[config.mk]
export PLATFORM = sky130hd
export DESIGN_NAME = ul_sample_repack
export DESIGN_NICKNAME = d
export VERILOG_FILES = /design/src/hw/ul_pack_pkg.sv /design/src/hw/ul_sample_repack.sv
export VERILOG_INCLUDE_DIRS = /design/src /design/src/hw
export SDC_FILE = /design/constraint.sdc
export NUM_CORES = 1
export LEC_CHECK = 0
export ABC_AREA = 1
export ABC_CLOCK_PERIOD_IN_PS = 1900
export BUFFER_PORTS_ARGS = -buffer_cell sky130_fd_sc_hd__buf_2
export CAP_MARGIN = 20
export CORE_AREA = 2 2 163 165
export DETAILED_ROUTE_END_ITERATION = 16
export DIE_AREA = 0 0 165 167
export MAX_ROUTING_LAYER = met4
export SLEW_MARGIN = 20
export SYNTH_ARGS = -nofsm -noshare
export SYNTH_HDL_FRONTEND = slang
export SYNTH_SLANG_ARGS = --single-unit
[constraint.sdc]
create_clock -name clk -period 1.9 [get_ports clk]
set_input_delay 0.19 -clock clk [delete_from_list [all_inputs] [get_ports clk]]
set_output_delay 0.19 -clock clk [all_outputs]
set_load 0.01 [all_outputs]
[src/hw/ul_pack_defines.svh]
`ifndef UL_PACK_DEFINES_SVH
`define UL_PACK_DEFINES_SVH

// antenna and sample geometry
`define UL_NUM_ANT      4
`define UL_SAMPLE_W     14
`define UL_PACKED_W     16
`define UL_WORD_W       64

// packet layout, 12 groups of 8 beats
`define UL_PKT_BEATS    96
`define UL_GROUP_BEATS  8
`define UL_NUM_GROUPS   12

// CPRI frame buffer address map
`define UL_ADDR_W       7
`define UL_DATA_BASE    7
`define UL_TAIL_BASE    91
`define UL_END_MARK     95

`endif

[src/hw/ul_pack_pkg.sv]
`include "ul_pack_defines.svh"

package ul_pack_pkg;

    typedef logic [`UL_SAMPLE_W-1:0] sample_t;

    // antenna 0 in the lowest bits
    typedef sample_t [`UL_NUM_ANT-1:0] ant_samples_t;

    typedef struct packed {
        logic [3:0] ch_type;
        logic       cell_idx;
        logic [6:0] slot_idx;
        logic [3:0] sym_idx;
        logic [8:0] prb_idx;
        logic [3:0] rbg_idx;
    } pkt_hdr_t;

    typedef struct packed {
        pkt_hdr_t                                hdr;
        logic [`UL_NUM_ANT-1:0][`UL_WORD_W-1:0] power;
    } pkt_info_t;

    typedef struct packed {
        logic         vld;
        logic         sop;
        logic         eop;
        ant_samples_t samples;
    } in_beat_t;

    // one bank read travelling down the pipeline
    typedef struct packed {
        logic                  vld;
        logic                  last;
        logic [3:0]            group;
        logic [2:0]            beat;
        logic [`UL_ADDR_W-1:0] raddr;
    } rd_beat_t;

    typedef struct packed {
        logic                  wen;
        logic [`UL_ADDR_W-1:0] waddr;
        logic [`UL_WORD_W-1:0] wdata;
        logic                  wlast;
    } cpri_wr_t;

    typedef enum logic {
        SEQ_IDLE,
        SEQ_READ
    } seq_state_e;

    typedef enum logic [1:0] {
        CTRL_HDR,
        CTRL_POWER,
        CTRL_RESERVED,
        CTRL_END
    } ctrl_kind_e;

endpackage

[src/hw/ul_sample_repack.sv]
`timescale 1ns/1ps
`include "ul_pack_defines.svh"

module ul_sample_repack
    import ul_pack_pkg::*;
(
    input  logic                  clk,
    input  logic                  rst,
    input  rd_beat_t              i_beat,
    input  ant_samples_t          i_rdata,
    output rd_beat_t              o_beat,
    output logic [`UL_WORD_W-1:0] o_packed
);

    rd_beat_t                                 beat_d1;
    ant_samples_t                             prev_q;
    logic [`UL_NUM_ANT-1:0][`UL_PACKED_W-1:0] packed_d;
    logic [`UL_WORD_W-1:0]                    packed_q;

    // word k-1 of a group, upper part of prev joined with low bits of cur
    function automatic logic [`UL_PACKED_W-1:0] pack_word(
        input sample_t    prev,
        input sample_t    cur,
        input logic [2:0] k
    );
        logic [2*`UL_SAMPLE_W-1:0] pair;
        logic [4:0]                shift;
        if (k == 3'd0)
            return '0;
        pair  = {cur, prev};
        shift = 5'((`UL_PACKED_W - `UL_SAMPLE_W) * (k - 3'd1));
        return `UL_PACKED_W'(pair >> shift);
    endfunction

    // --------------------------------------------------
    // line the beat up with the buffer read data
    // --------------------------------------------------
    always_ff @(posedge clk)
    begin
        if (rst)
        begin
            beat_d1 <= '0;
            o_beat  <= '0;
        end
        else
        begin
            beat_d1 <= i_beat;
            o_beat  <= beat_d1;
        end
    end

    always_comb
    begin
        for (int a = 0; a < `UL_NUM_ANT; a++)
            packed_d[a] = pack_word(prev_q[a], i_rdata[a], beat_d1.beat);
    end

    always_ff @(posedge clk)
    begin
        if (beat_d1.vld)
            prev_q <= i_rdata;
        packed_q <= packed_d;
    end

    assign o_packed = packed_q;

endmodule

==> impl_metrics.csv, run 1 <==
group,metric,value,unit
pwr,p_leak,4.81,nW
logic_synthesis,syn_avg_cell_area,7.12,um^2
global_routing,grt_pass1_wl,39000,um
timing,finClkSkew,10.3,ps
floorplan,fp.coreArea,25800,um^2
critical_path,critPathBufInv,4,
routing,ant_nets,0,
critical_path,startpoint,"beat_d1[8]",
timing,hold_viol_final,0,
min_path,hp-class,"input port to register",
min_path,min_from,"i_rdata[53]",
clock_network,cts_made_buffers,17,
clock_network,cts_buffer_depth,2,
placed_design,io_buffers,153,
critical_path,critPathSlowestCell,"ha_4",
finish,drive_above_1_share,18.5,%
status,outcome,"complete, no violations",
timing,period_share,94.4,%
timing,min_period,1790,ps
logic_synthesis,seq_area_frac_synth,47.0,%
timing,setup_viol,0,
floorplan,dieWidth,165,um
finish,layout.nets,1357,
timing,worst_slew_pin_slew,544,ps
finish,fillCellCount,2627,
global_routing,grtUsageTotal,18.7,%
global_routing,grt_pass1_vias,7039,
min_path,hold_depth,1,
critical_path,critical_path.max_stage_delay,350,ps
placed_design,place_area,8920,um^2
routing,finalWirelength,25200,um
timing,timing.hold.ws,30.9,ps
logic_synthesis,ys_seq_elements,152,
critical_path,r2r_start,"beat_d1[8]",
logic_synthesis,synth_async_sr_flop_share,0,%
logic_synthesis,syn_nets,1153,
global_routing,antenna_found_initial,2,
clock_network,cts_tree,"done",
logic_synthesis,ys.flop_type,"dfxtp_1",
clock_network,cts_root_buf,"clkbuf_16",
routing,vias,7738,
finish,fin_area,10300,um^2
clock_network,clock_sinks,152,
clock_network,clk_pin_slew,70,ps
critical_path,worst-path-max-fanout,43,
logic_synthesis,synth-edff-count,56,
floorplan,row_count,59,
finish,final_util,39.8,%
placed_design,dp_hpwl,17500,um
placed_design,place_congestion,0.900,
finish,syn2layout_area_growth,33.6,%
global_routing,overflow,0,
clock_network,insertion_delay,430,ps
timing,rsz0062_at_grt,"yes",
routing,wl_per_cell,15.5,um
floorplan,die_h,167,um
critical_path,reg2regPathDepth,8,
timing,slew_headroom,63.4,%
logic_synthesis,synth_cell_type_count,29,
routing,dr.first_iter.drc_count,755,
critical_path,cpMostUsedCell,"or2_0",
logic_synthesis,synth_area,7670,um^2
clock_network,post_cts_buffers,0,
clock_network,h-tree-depth,4,
critical_path,cp-end-kind,"register",
logic_synthesis,synth_cells,1077,
critical_path,start_kind,"register",
routing,dr.pass1.iters,5,
routing,drc_errors,0,
critical_path,critPathKind,"register to register",
critical_path,crit_cells,8,
timing,max_freq,557,MHz
routing,routed_via_density,4.74,
floorplan,initial_core_util,29.8,%
timing,drv_slew,0,
floorplan,die_area,27600,um^2
critical_path,cp.required,2270,ps
floorplan,io_pins,154,
run,cap_violations,0,
critical_path,cp_data_arrival_time,2170,ps
critical_path,cpLargestDelayFamily,"simple AND/OR/NAND/NOR gates",
critical_path,path_cells,"inv_1, ha_4, inv_2, buf_12, buf_4, or2_0, or2_0, nand2_1",
timing,tns,0,ps
global_routing,grt_max_degree,95,
pwr,power_per_cell_area,901,nW/um^2
pwr,vdd_ir_drop_max,619,uV
logic_synthesis,yosysWarnings,0,
cell usage in the layout (no fill, tap or decap), types with 5 or more instances in the layout:
cell / netlist / final
inv_1: 63 / 62
o211ai_1: 5 / 5
or2_0: 5 / 5
dlygate4sd3_1: 0 / 69
buf_12: 0 / 12
buf_4: 5 / 20
inv_8: 0 / 6
edfxtp_1: 56 / 56
nand2_1: 394 / 393
dfxtp_1: 96 / 94
nor2_1: 80 / 80
buf_2: 39 / 153
o21ai_1: 9 / 20
and2_1: 8 / 8
nand3_1: 115 / 115
mux2i_1: 5 / 5
clkbuf_16: 0 / 19
o21ai_0: 114 / 103
a21oi_1: 36 / 36
report_power, final:
part           switching, W  internal (W)  leakage [nW]  total (W)
registers         0.0000941       0.00364          1.32    0.00374
logic               0.00126      0.000790          3.19    0.00205
clock network       0.00161       0.00184         0.296    0.00344
final cells by class:
type / count / area, um^2 / area share (%)
sequential: 152 / 3610 / 35.2
multi-input combinational: 786 / 3460 / 33.8
antenna: 2 / 5.00 / 0.0488
inverter: 67 / 254 / 2.48
timing repair buffer: 257 / 1910 / 18.6
clock inverter: 14 / 143 / 1.39
tap: 335 / 419 / 4.09
clock buffer: 18 / 450 / 4.39
routing by layer:
| metal | global-route usage [%] | part of all wire [%] |
|---|---|---|
| met4 | 4.12 | 0.96 |
| met1 | 27.9 | 49 |
| met5 | - | 0 |
| met2 | 26.2 | 43 |
| met3 | 3.34 | 6.5 |
worst reg2reg max path, delay by kind of cell (launching register included):
kind,cells,cell delay [ps]
and+or+nand+nor,3,530
adders and majority gates,1,350
DFF,1,330
buffers and inverters,4,540
state kept, by name (all words and copies together) (netlist names):
| signal | flops |
|---|---|
| o_beat | 16 |
| prev_q | 56 |
| beat_d1 | 16 |
| o_packed | 64 |
per-stage QoR:
stage,worst slack [ps],instances,power (W)
floorplan,5.70,1077,0.00496
global placement,110,1527,0.00569
detailed placement,91.0,1527,0.00570
CTS,82.5,1628,0.00925
global route,-1.85,1631,0.00970
finish,106,1631,0.00923
cells by family (layout without fill, tap and decap cells):
logic type / after synthesis / in the layout / share of synthesized area, %
buffers and inverters: 139 / 356 / 8.20
flip-flops: 152 / 152 / 47.0
adder cells (fa/ha/maj): 2 / 2 / 0.326
other: 0 / 2 / 0
AND/OR/NAND/NOR: 615 / 615 / 33.0
multiplexers: 5 / 5 / 0.652
AO/OA/AOI/OAI: 164 / 164 / 10.9
synthesized netlist by cell type (8+ instances only):
cell      number  area [um^2]
a21oi_1       36          180
edfxtp_1      56         1680
nand2_1      394         1480
o21ai_1        9         45.0
dfxtp_1       96         1920
and2_1         8         50.1
inv_1         63          236
clkbuf_1      19         71.3
o21ai_0      114          571
nor2_1        80          300
buf_2         39          195
nand3_1      115          576
final timing paths:
check	slack, ps	end
worst max-delay path	110	o_packed[57]
worst min register to register	400	o_beat[4]
worst min-delay path	30	prev_q[53]
worst max register to register	110	o_packed[57]
timing repair:
| item | CTS | global route |
|---|---|---|
| gates resized for setup | 0 | 4 |
| hold buffers | 69 | 0 |
| hold endpoints to repair | 69 | 0 |
| endpoints found under the setup margin | 0 | 13 |
(Power assumes the default switching activity.)
==> inputs of run 2 (changes only) <==
ABC_AREA = unset   (was 1)
CORE_AREA = 2 2 166 168   (was 2 2 163 165)
DIE_AREA = 0 0 168 170   (was 0 0 165 167)
==> run 2 against run 1 <==
Compared with the run above: the flow now finishes with violations (negative setup slack); routed wire length down 3.5%; core utilization is 2.4 points higher; total power rose by 5.2%; flip-flop and latch count unchanged.
==> impl_metrics.csv, run 2 <==
group,metric,value,unit
finish,layout.nets,989,
pwr,power_per_cell_area,865,nW/um^2
critical_path,critPathBufInv,4,
finish,syn2layout_area_growth,41.8,%
clock_network,cts_made_buffers,17,
critical_path,cpLargestDelayFamily,"multiplexers",
logic_synthesis,yosysWarnings,0,
global_routing,grtUsageTotal,17.1,%
clock_network,cts_root_buf,"clkbuf_16",
status,violations,"negative setup slack",
pwr,vdd_ir_drop_max,460,uV
min_path,min_from,"i_rdata[29]",
floorplan,initial_core_util,29.7,%
floorplan,dieWidth,168,um
routing,dr.pass1.iters,4,
placed_design,dp_hpwl,16400,um
timing,period_share,106,%
finish,largest_reg_flops,64,
logic_synthesis,synth_top_family_by_area,"multiplexers",
clock_network,cts_buffer_depth,2,
routing,drc_errors,0,
finish,final_cell_mix,"buf_2, dfxtp_1, mux2i_1",
logic_synthesis,synth_area,7930,um^2
placed_design,place_congestion,0.861,
critical_path,r2r_start,"beat_d1[7]",
min_path,hp-class,"input port to register",
finish,fin_area,11200,um^2
logic_synthesis,synth_common_cells,"mux2i_1, dfxtp_1, nand2_1",
critical_path,critPathKind,"register to register",
clock_network,h-tree-depth,4,
critical_path,critical_path.max_stage_delay,470,ps
logic_synthesis,yosys.area_share.simple,9.39,%
routing,routed_via_density,5.09,
critical_path,critPathSlowestCell,"mux4_2",
timing,finClkSkew,10.0,ps
placed_design,place_area,9470,um^2
timing,fin_ws,-105,ps
timing,min_period,2010,ps
critical_path,start_kind,"register",
global_routing,antenna_found_initial,0,
logic_synthesis,synth_compound_area_share,8.32,%
global_routing,overflow,0,
finish,num_antenna_cells,0,
timing,drv_slew,0,
clock_network,clock_sinks,152,
clock_network,clk_pin_slew,70,ps
finish,drive_above_1_share,44.7,%
global_routing,grt_pass1_vias,6644,
global_routing,grt_max_degree,58,
pwr,p_leak,4.55,nW
routing,dr.first_iter.drc_count,424,
finish,final_cells,1267,
logic_synthesis,ys_seq_elements,152,
routing,finalWirelength,24300,um
timing,rsz0062_at_grt,"yes",
timing,max_freq,499,MHz
logic_synthesis,netlist.area_leader.share,24.2,%
run,cap_violations,0,
logic_synthesis,synth-xor-area-share,0.316,%
logic_synthesis,synth_cell_type_count,47,
routing,ant_nets,0,
floorplan,io_pins,154,
status,outcome,"finished with violations",
clock_network,cts_tree,"done",
clock_network,insertion_delay,430,ps
critical_path,cp.required,2270,ps
placed_design,io_buffers,153,
logic_synthesis,ys.flop_type,"dfxtp_1",
critical_path,cp_data_arrival_time,2370,ps
routing,wl_per_cell,19.2,um
critical_path,worst-path-max-fanout,8,
critical_path,path_cells,"inv_8, ha_4, buf_12, clkbuf_16, buf_4, mux2i_2, mux4_2, o21ai_1",
logic_synthesis,synthAdderAreaFrac,0.316,%
logic_synthesis,synth_cells,654,
finish,fillCellCount,2497,
finish,layout_commonest_cell,"buf_2",
placed_design,place_inst,1163,
timing,tns,-2420,ps
logic_synthesis,synth_area_leader_cell,"dfxtp_1",
critical_path,startpoint,"beat_d1[7]",
logic_synthesis,seq_area_frac_synth,45.5,%
floorplan,die_h,170,um
timing,slew_headroom,63.3,%
floorplan,row_count,60,
critical_path,cp-end-kind,"register",
global_routing,grt_pass1_wl,36800,um
logic_synthesis,synth_area_leaders,"dfxtp_1, edfxtp_1, mux4_2",
timing,hold_viol_final,0,
logic_synthesis,synth_async_sr_flop_share,0,%
logic_synthesis,synth_mux_area_share,30.8,%
timing,setup_viol,44,
timing,worst_slew_pin_slew,551,ps
logic_synthesis,synth-edff-count,56,
placed_design,dp_slack,-262,ps
logic_synthesis,syn_nets,730,
logic_synthesis,syn_avg_cell_area,12.1,um^2
floorplan,die_area,28600,um^2
routing,vias,6449,
logic_synthesis,synth.most_common_cell,"mux2i_1",
floorplan,fp.coreArea,26700,um^2
==> run 2: path summary, 6_finish.rpt <==
path                  end  slack, ps  depth (start not counted)
max          o_packed[57]       -110                          8
min            prev_q[29]         20                          1
max reg2reg  o_packed[57]       -110                          8
min reg2reg     o_beat[4]        440                          1
==> run 2: per-layer routing <==
metal	GRT usage, %	vias to the layer above	wire (um)
met4	4.91	0	384
met3	3.81	34	1230
li1	-	2987	-
met5	-	-	0
met1	21.6	3193	11000
met2	27.5	235	11700
==> run 2: final cells by class <==
type	count	area (um^2)	share of cell area, %
inverter	4	22.5	0.200
sequential	152	3610	32.1
clock inverter	15	156	1.39
tap	341	427	3.80
timing repair buffer	296	2340	20.8
multi-input combinational	442	4260	37.9
clock buffer	17	425	3.79
==> run 2: report_power, final <==
group	switching, W	total [W]	internal, W	leakage, nW
sequential	0.000116	0.00376	0.00364	1.32
combinational	0.00127	0.00259	0.00132	2.94
clock	0.00161	0.00337	0.00176	0.286
total	0.00299	0.00972	0.00673	4.55
==> run 2: metrics by stage <==
step / total power, W / hold slack, ps / util (%)
2_1_floorplan: 0.00519 / 262 / -
6_report: 0.00972 / 22.7 / 42.2
4_1_cts: 0.00962 / 0.742 / 40.8
3_3_place_gp: 0.00595 / 397 / 35.5
5_1_grt: 0.0101 / 1.09 / 42.2
3_5_place_dp: 0.00598 / 403 / 35.5
==> run 2: cell families (layout without fill, tap and decap cells) <==
group | after synthesis | count (layout)
AO/OA/AOI/OAI | 107 | 107
XOR/XNOR | 2 | 2
adder cells (fa/ha/maj) | 2 | 2
buffers and inverters | 60 | 332
flip-flops | 152 | 152
multiplexers | 175 | 175
AND/OR/NAND/NOR | 156 | 156
==> run 2: what timing repair did <==
item                                   CTS  global route
endpoints found under the hold margin   48             0
pin swaps                                9            11
gates cloned                             3             2
setup endpoints to repair               55            59
hold buffers                            48             0
resized for setup                       46            52
buffers inserted                        12             7
==> inputs of run 3 (changes only) <==
GPL_TIMING_DRIVEN = 0   (was unset)
==> run 3 against run 2 <==
Compared with the run above: first-iteration DRC count rose by 84%; total power is 5.8% higher; global-route usage is 4.8 points higher; register-to-register slack got worse by 360 ps; fmax decreased by 15%; the flow still finishes with violations (negative setup slack); cell area grew 2.8%; sequential power barely moved; routed wire length rose by 28%; highest routed layer unchanged; critical endpoint is now o_packed[21]; worst setup slack lost 360 ps; critical path type unchanged; combinational power increased by 15%; non-clock buffer count is 2 higher.
==> impl_metrics.csv, run 3 (same netlist as run 2, synthesis figures left out) <==
group,metric,value,unit
status,outcome,"finished with violations",
status,violations,"negative setup slack",
critical_path,startpoint,"beat_d1[7]",
clock_network,cts_buffer_depth,2,
timing,fin_ws,-468,ps
critical_path,start_kind,"register",
critical_path,r2r_end,"o_packed[21]",
finish,final_cells,1269,
clock_network,insertion_delay,440,ps
placed_design,io_buffers,153,
critical_path,critPathSlowestCell,"dfxtp_4",
critical_path,crit_cells,11,
min_path,hp-class,"input port to register",
routing,wl_per_cell,24.5,um
routing,vias,7134,
timing,setup_viol,64,
clock_network,cts_made_buffers,17,
routing,drc_errors,0,
finish,multiInputGateArea,4480,um^2
global_routing,grt_max_degree,58,
floorplan,io_pins,154,
clock_network,cts_root_buf,"clkbuf_16",
run,cap_violations,0,
finish,num_antenna_cells,0,
placed_design,place_inst,1148,
timing,max_freq,422,MHz
finish,layout_commonest_cell,"buf_2",
floorplan,fp.coreArea,26700,um^2
critical_path,ff2ff_setup_slack,-470,ps
floorplan,dieWidth,168,um
timing,min_period,2370,ps
pwr,vdd_ir_drop_max,502,uV
critical_path,r2r_start,"beat_d1[7]",
pwr,power_per_cell_area,890,nW/um^2
critical_path,cp-end-kind,"register",
critical_path,cpLargestDelayFamily,"buffers and inverters",
routing,dr.first_iter.drc_count,781,
timing,period_share,125,%
floorplan,die_h,170,um
critical_path,worstSetupEndpoint,"o_packed[21]",
pwr,p_leak,4.61,nW
global_routing,overflow,0,
timing,slew_headroom,43.5,%
routing,ant_nets,0,
global_routing,antenna_found_initial,0,
clock_network,cts_tree,"done",
critical_path,critical_path.max_stage_delay,400,ps
critical_path,critPathKind,"register to register",
timing,timing.hold.ws,1.87,ps
floorplan,die_area,28600,um^2
timing,finClkSkew,14.4,ps
finish,syn2layout_area_growth,45.7,%
critical_path,worst-path-max-fanout,7,
routing,finalWirelength,31100,um
timing,tns,-20890,ps
finish,ff_latch_area,3610,um^2
finish,largest_reg_flops,64,
critical_path,critPathBufInv,6,
floorplan,row_count,60,
clock_network,h-tree-depth,4,
finish,fillCellCount,2423,
finish,drive_above_1_share,48.4,%
critical_path,reg2regPathDepth,11,
global_routing,grt_pass1_vias,7228,
timing,rsz0062_at_grt,"yes",
finish,final_cell_mix,"buf_2, dfxtp_1, mux2i_1",
critical_path,cpMostUsedCell,"buf_12",
clock_network,clk_pin_slew,70,ps
floorplan,initial_core_util,29.7,%
placed_design,place_congestion,0.930,
critical_path,cp_data_arrival_time,2660,ps
timing,drv_slew,0,
routing,dr.pass1.iters,12,
timing,worst_slew_pin_slew,848,ps
routing,routed_via_density,5.62,
global_routing,grt_pass1_wl,44600,um
critical_path,cp.required,2200,ps
clock_network,clock_sinks,152,
placed_design,dp_hpwl,20100,um
critical_path,path_cells,"buf_12, inv_12, buf_12, ha_4, buf_12, buf_12, buf_12, mux2i_2, mux2i_1, a32oi_1, o311ai_2",
finish,layout.nets,991,
timing,hold_viol_final,0,
global_routing,grtUsageTotal,21.8,%
-- run 3: metal layers --
layer / up-vias / global-route usage, % / wire length, um
met3: 140 / 5.53 / 3820
met1: 3404 / 26.6 / 11600
met2: 598 / 33.2 / 14000
met5: - / - / 0
met4: 0 / 12.0 / 1670
li1: 2992 / - / -
-- run 3: how the worst min path moves through the flow --
stage | depth (start not counted) | end | startpoint
CTS | 1 | prev_q[52] | i_rdata[52]
floorplan | 1 | beat_d1[12] | rst
global route | 1 | prev_q[51] | i_rdata[51]
detailed placement | 1 | prev_q[54] | i_rdata[54]
global placement | 2 | beat_d1[2] | i_beat[2]
finish | 1 | prev_q[34] | i_rdata[34]
-- run 3: where the power goes --
| part | switching [W] | total [W] | internal [W] |
|---|---|---|---|
| Clock | 0.00156 | 0.00353 | 0.00197 |
| Sequential | 0.000122 | 0.00376 | 0.00364 |
| Combinational | 0.00155 | 0.00299 | 0.00144 |
-- run 3: worst reg2reg max path: stages (launching register included) --
cell      delay, ps
dfxtp_4         400
buf_12          140
inv_12           30
buf_12          120
ha_4            330
buf_12          160
buf_12          160
buf_12          150
mux2i_2         220
mux2i_1         120
a32oi_1         230
o311ai_2        170
-- run 3: repair_timing --
| action | in CTS | in global routing |
|---|---|---|
| endpoints found under the hold margin | 41 | 2 |
| cloned | 4 | 1 |
| hold buffers | 41 | 2 |
| pin swaps | 31 | 26 |
| endpoints found under the setup margin | 64 | 64 |
| resized for setup | 126 | 64 |
| buffers inserted | 31 | 16 |
-- run 3: through the flow --
stage / setup WS (ps) / cell area [um^2] / utilization (%) / total power [W]
after floorplan: -320 / 8020 / - / 0.00519
after global placement: -1180 / 9210 / 34.5 / 0.00602
after detailed placement: -1180 / 9210 / 34.6 / 0.00603
after CTS: -430 / 11200 / 41.8 / 0.0100
after global routing: -486 / 11500 / 43.3 / 0.0106
final: -468 / 11500 / 43.3 / 0.0103
-- run 3: final cells by class --
class / instances / share of cell area (%)
timing repair buffer: 246 / 15.8
clock buffer: 18 / 3.72
multi-input combinational: 442 / 38.8
buffer: 52 / 4.99
inverter: 4 / 0.282
sequential: 152 / 31.3
tap: 341 / 3.69
clock inverter: 14 / 1.44
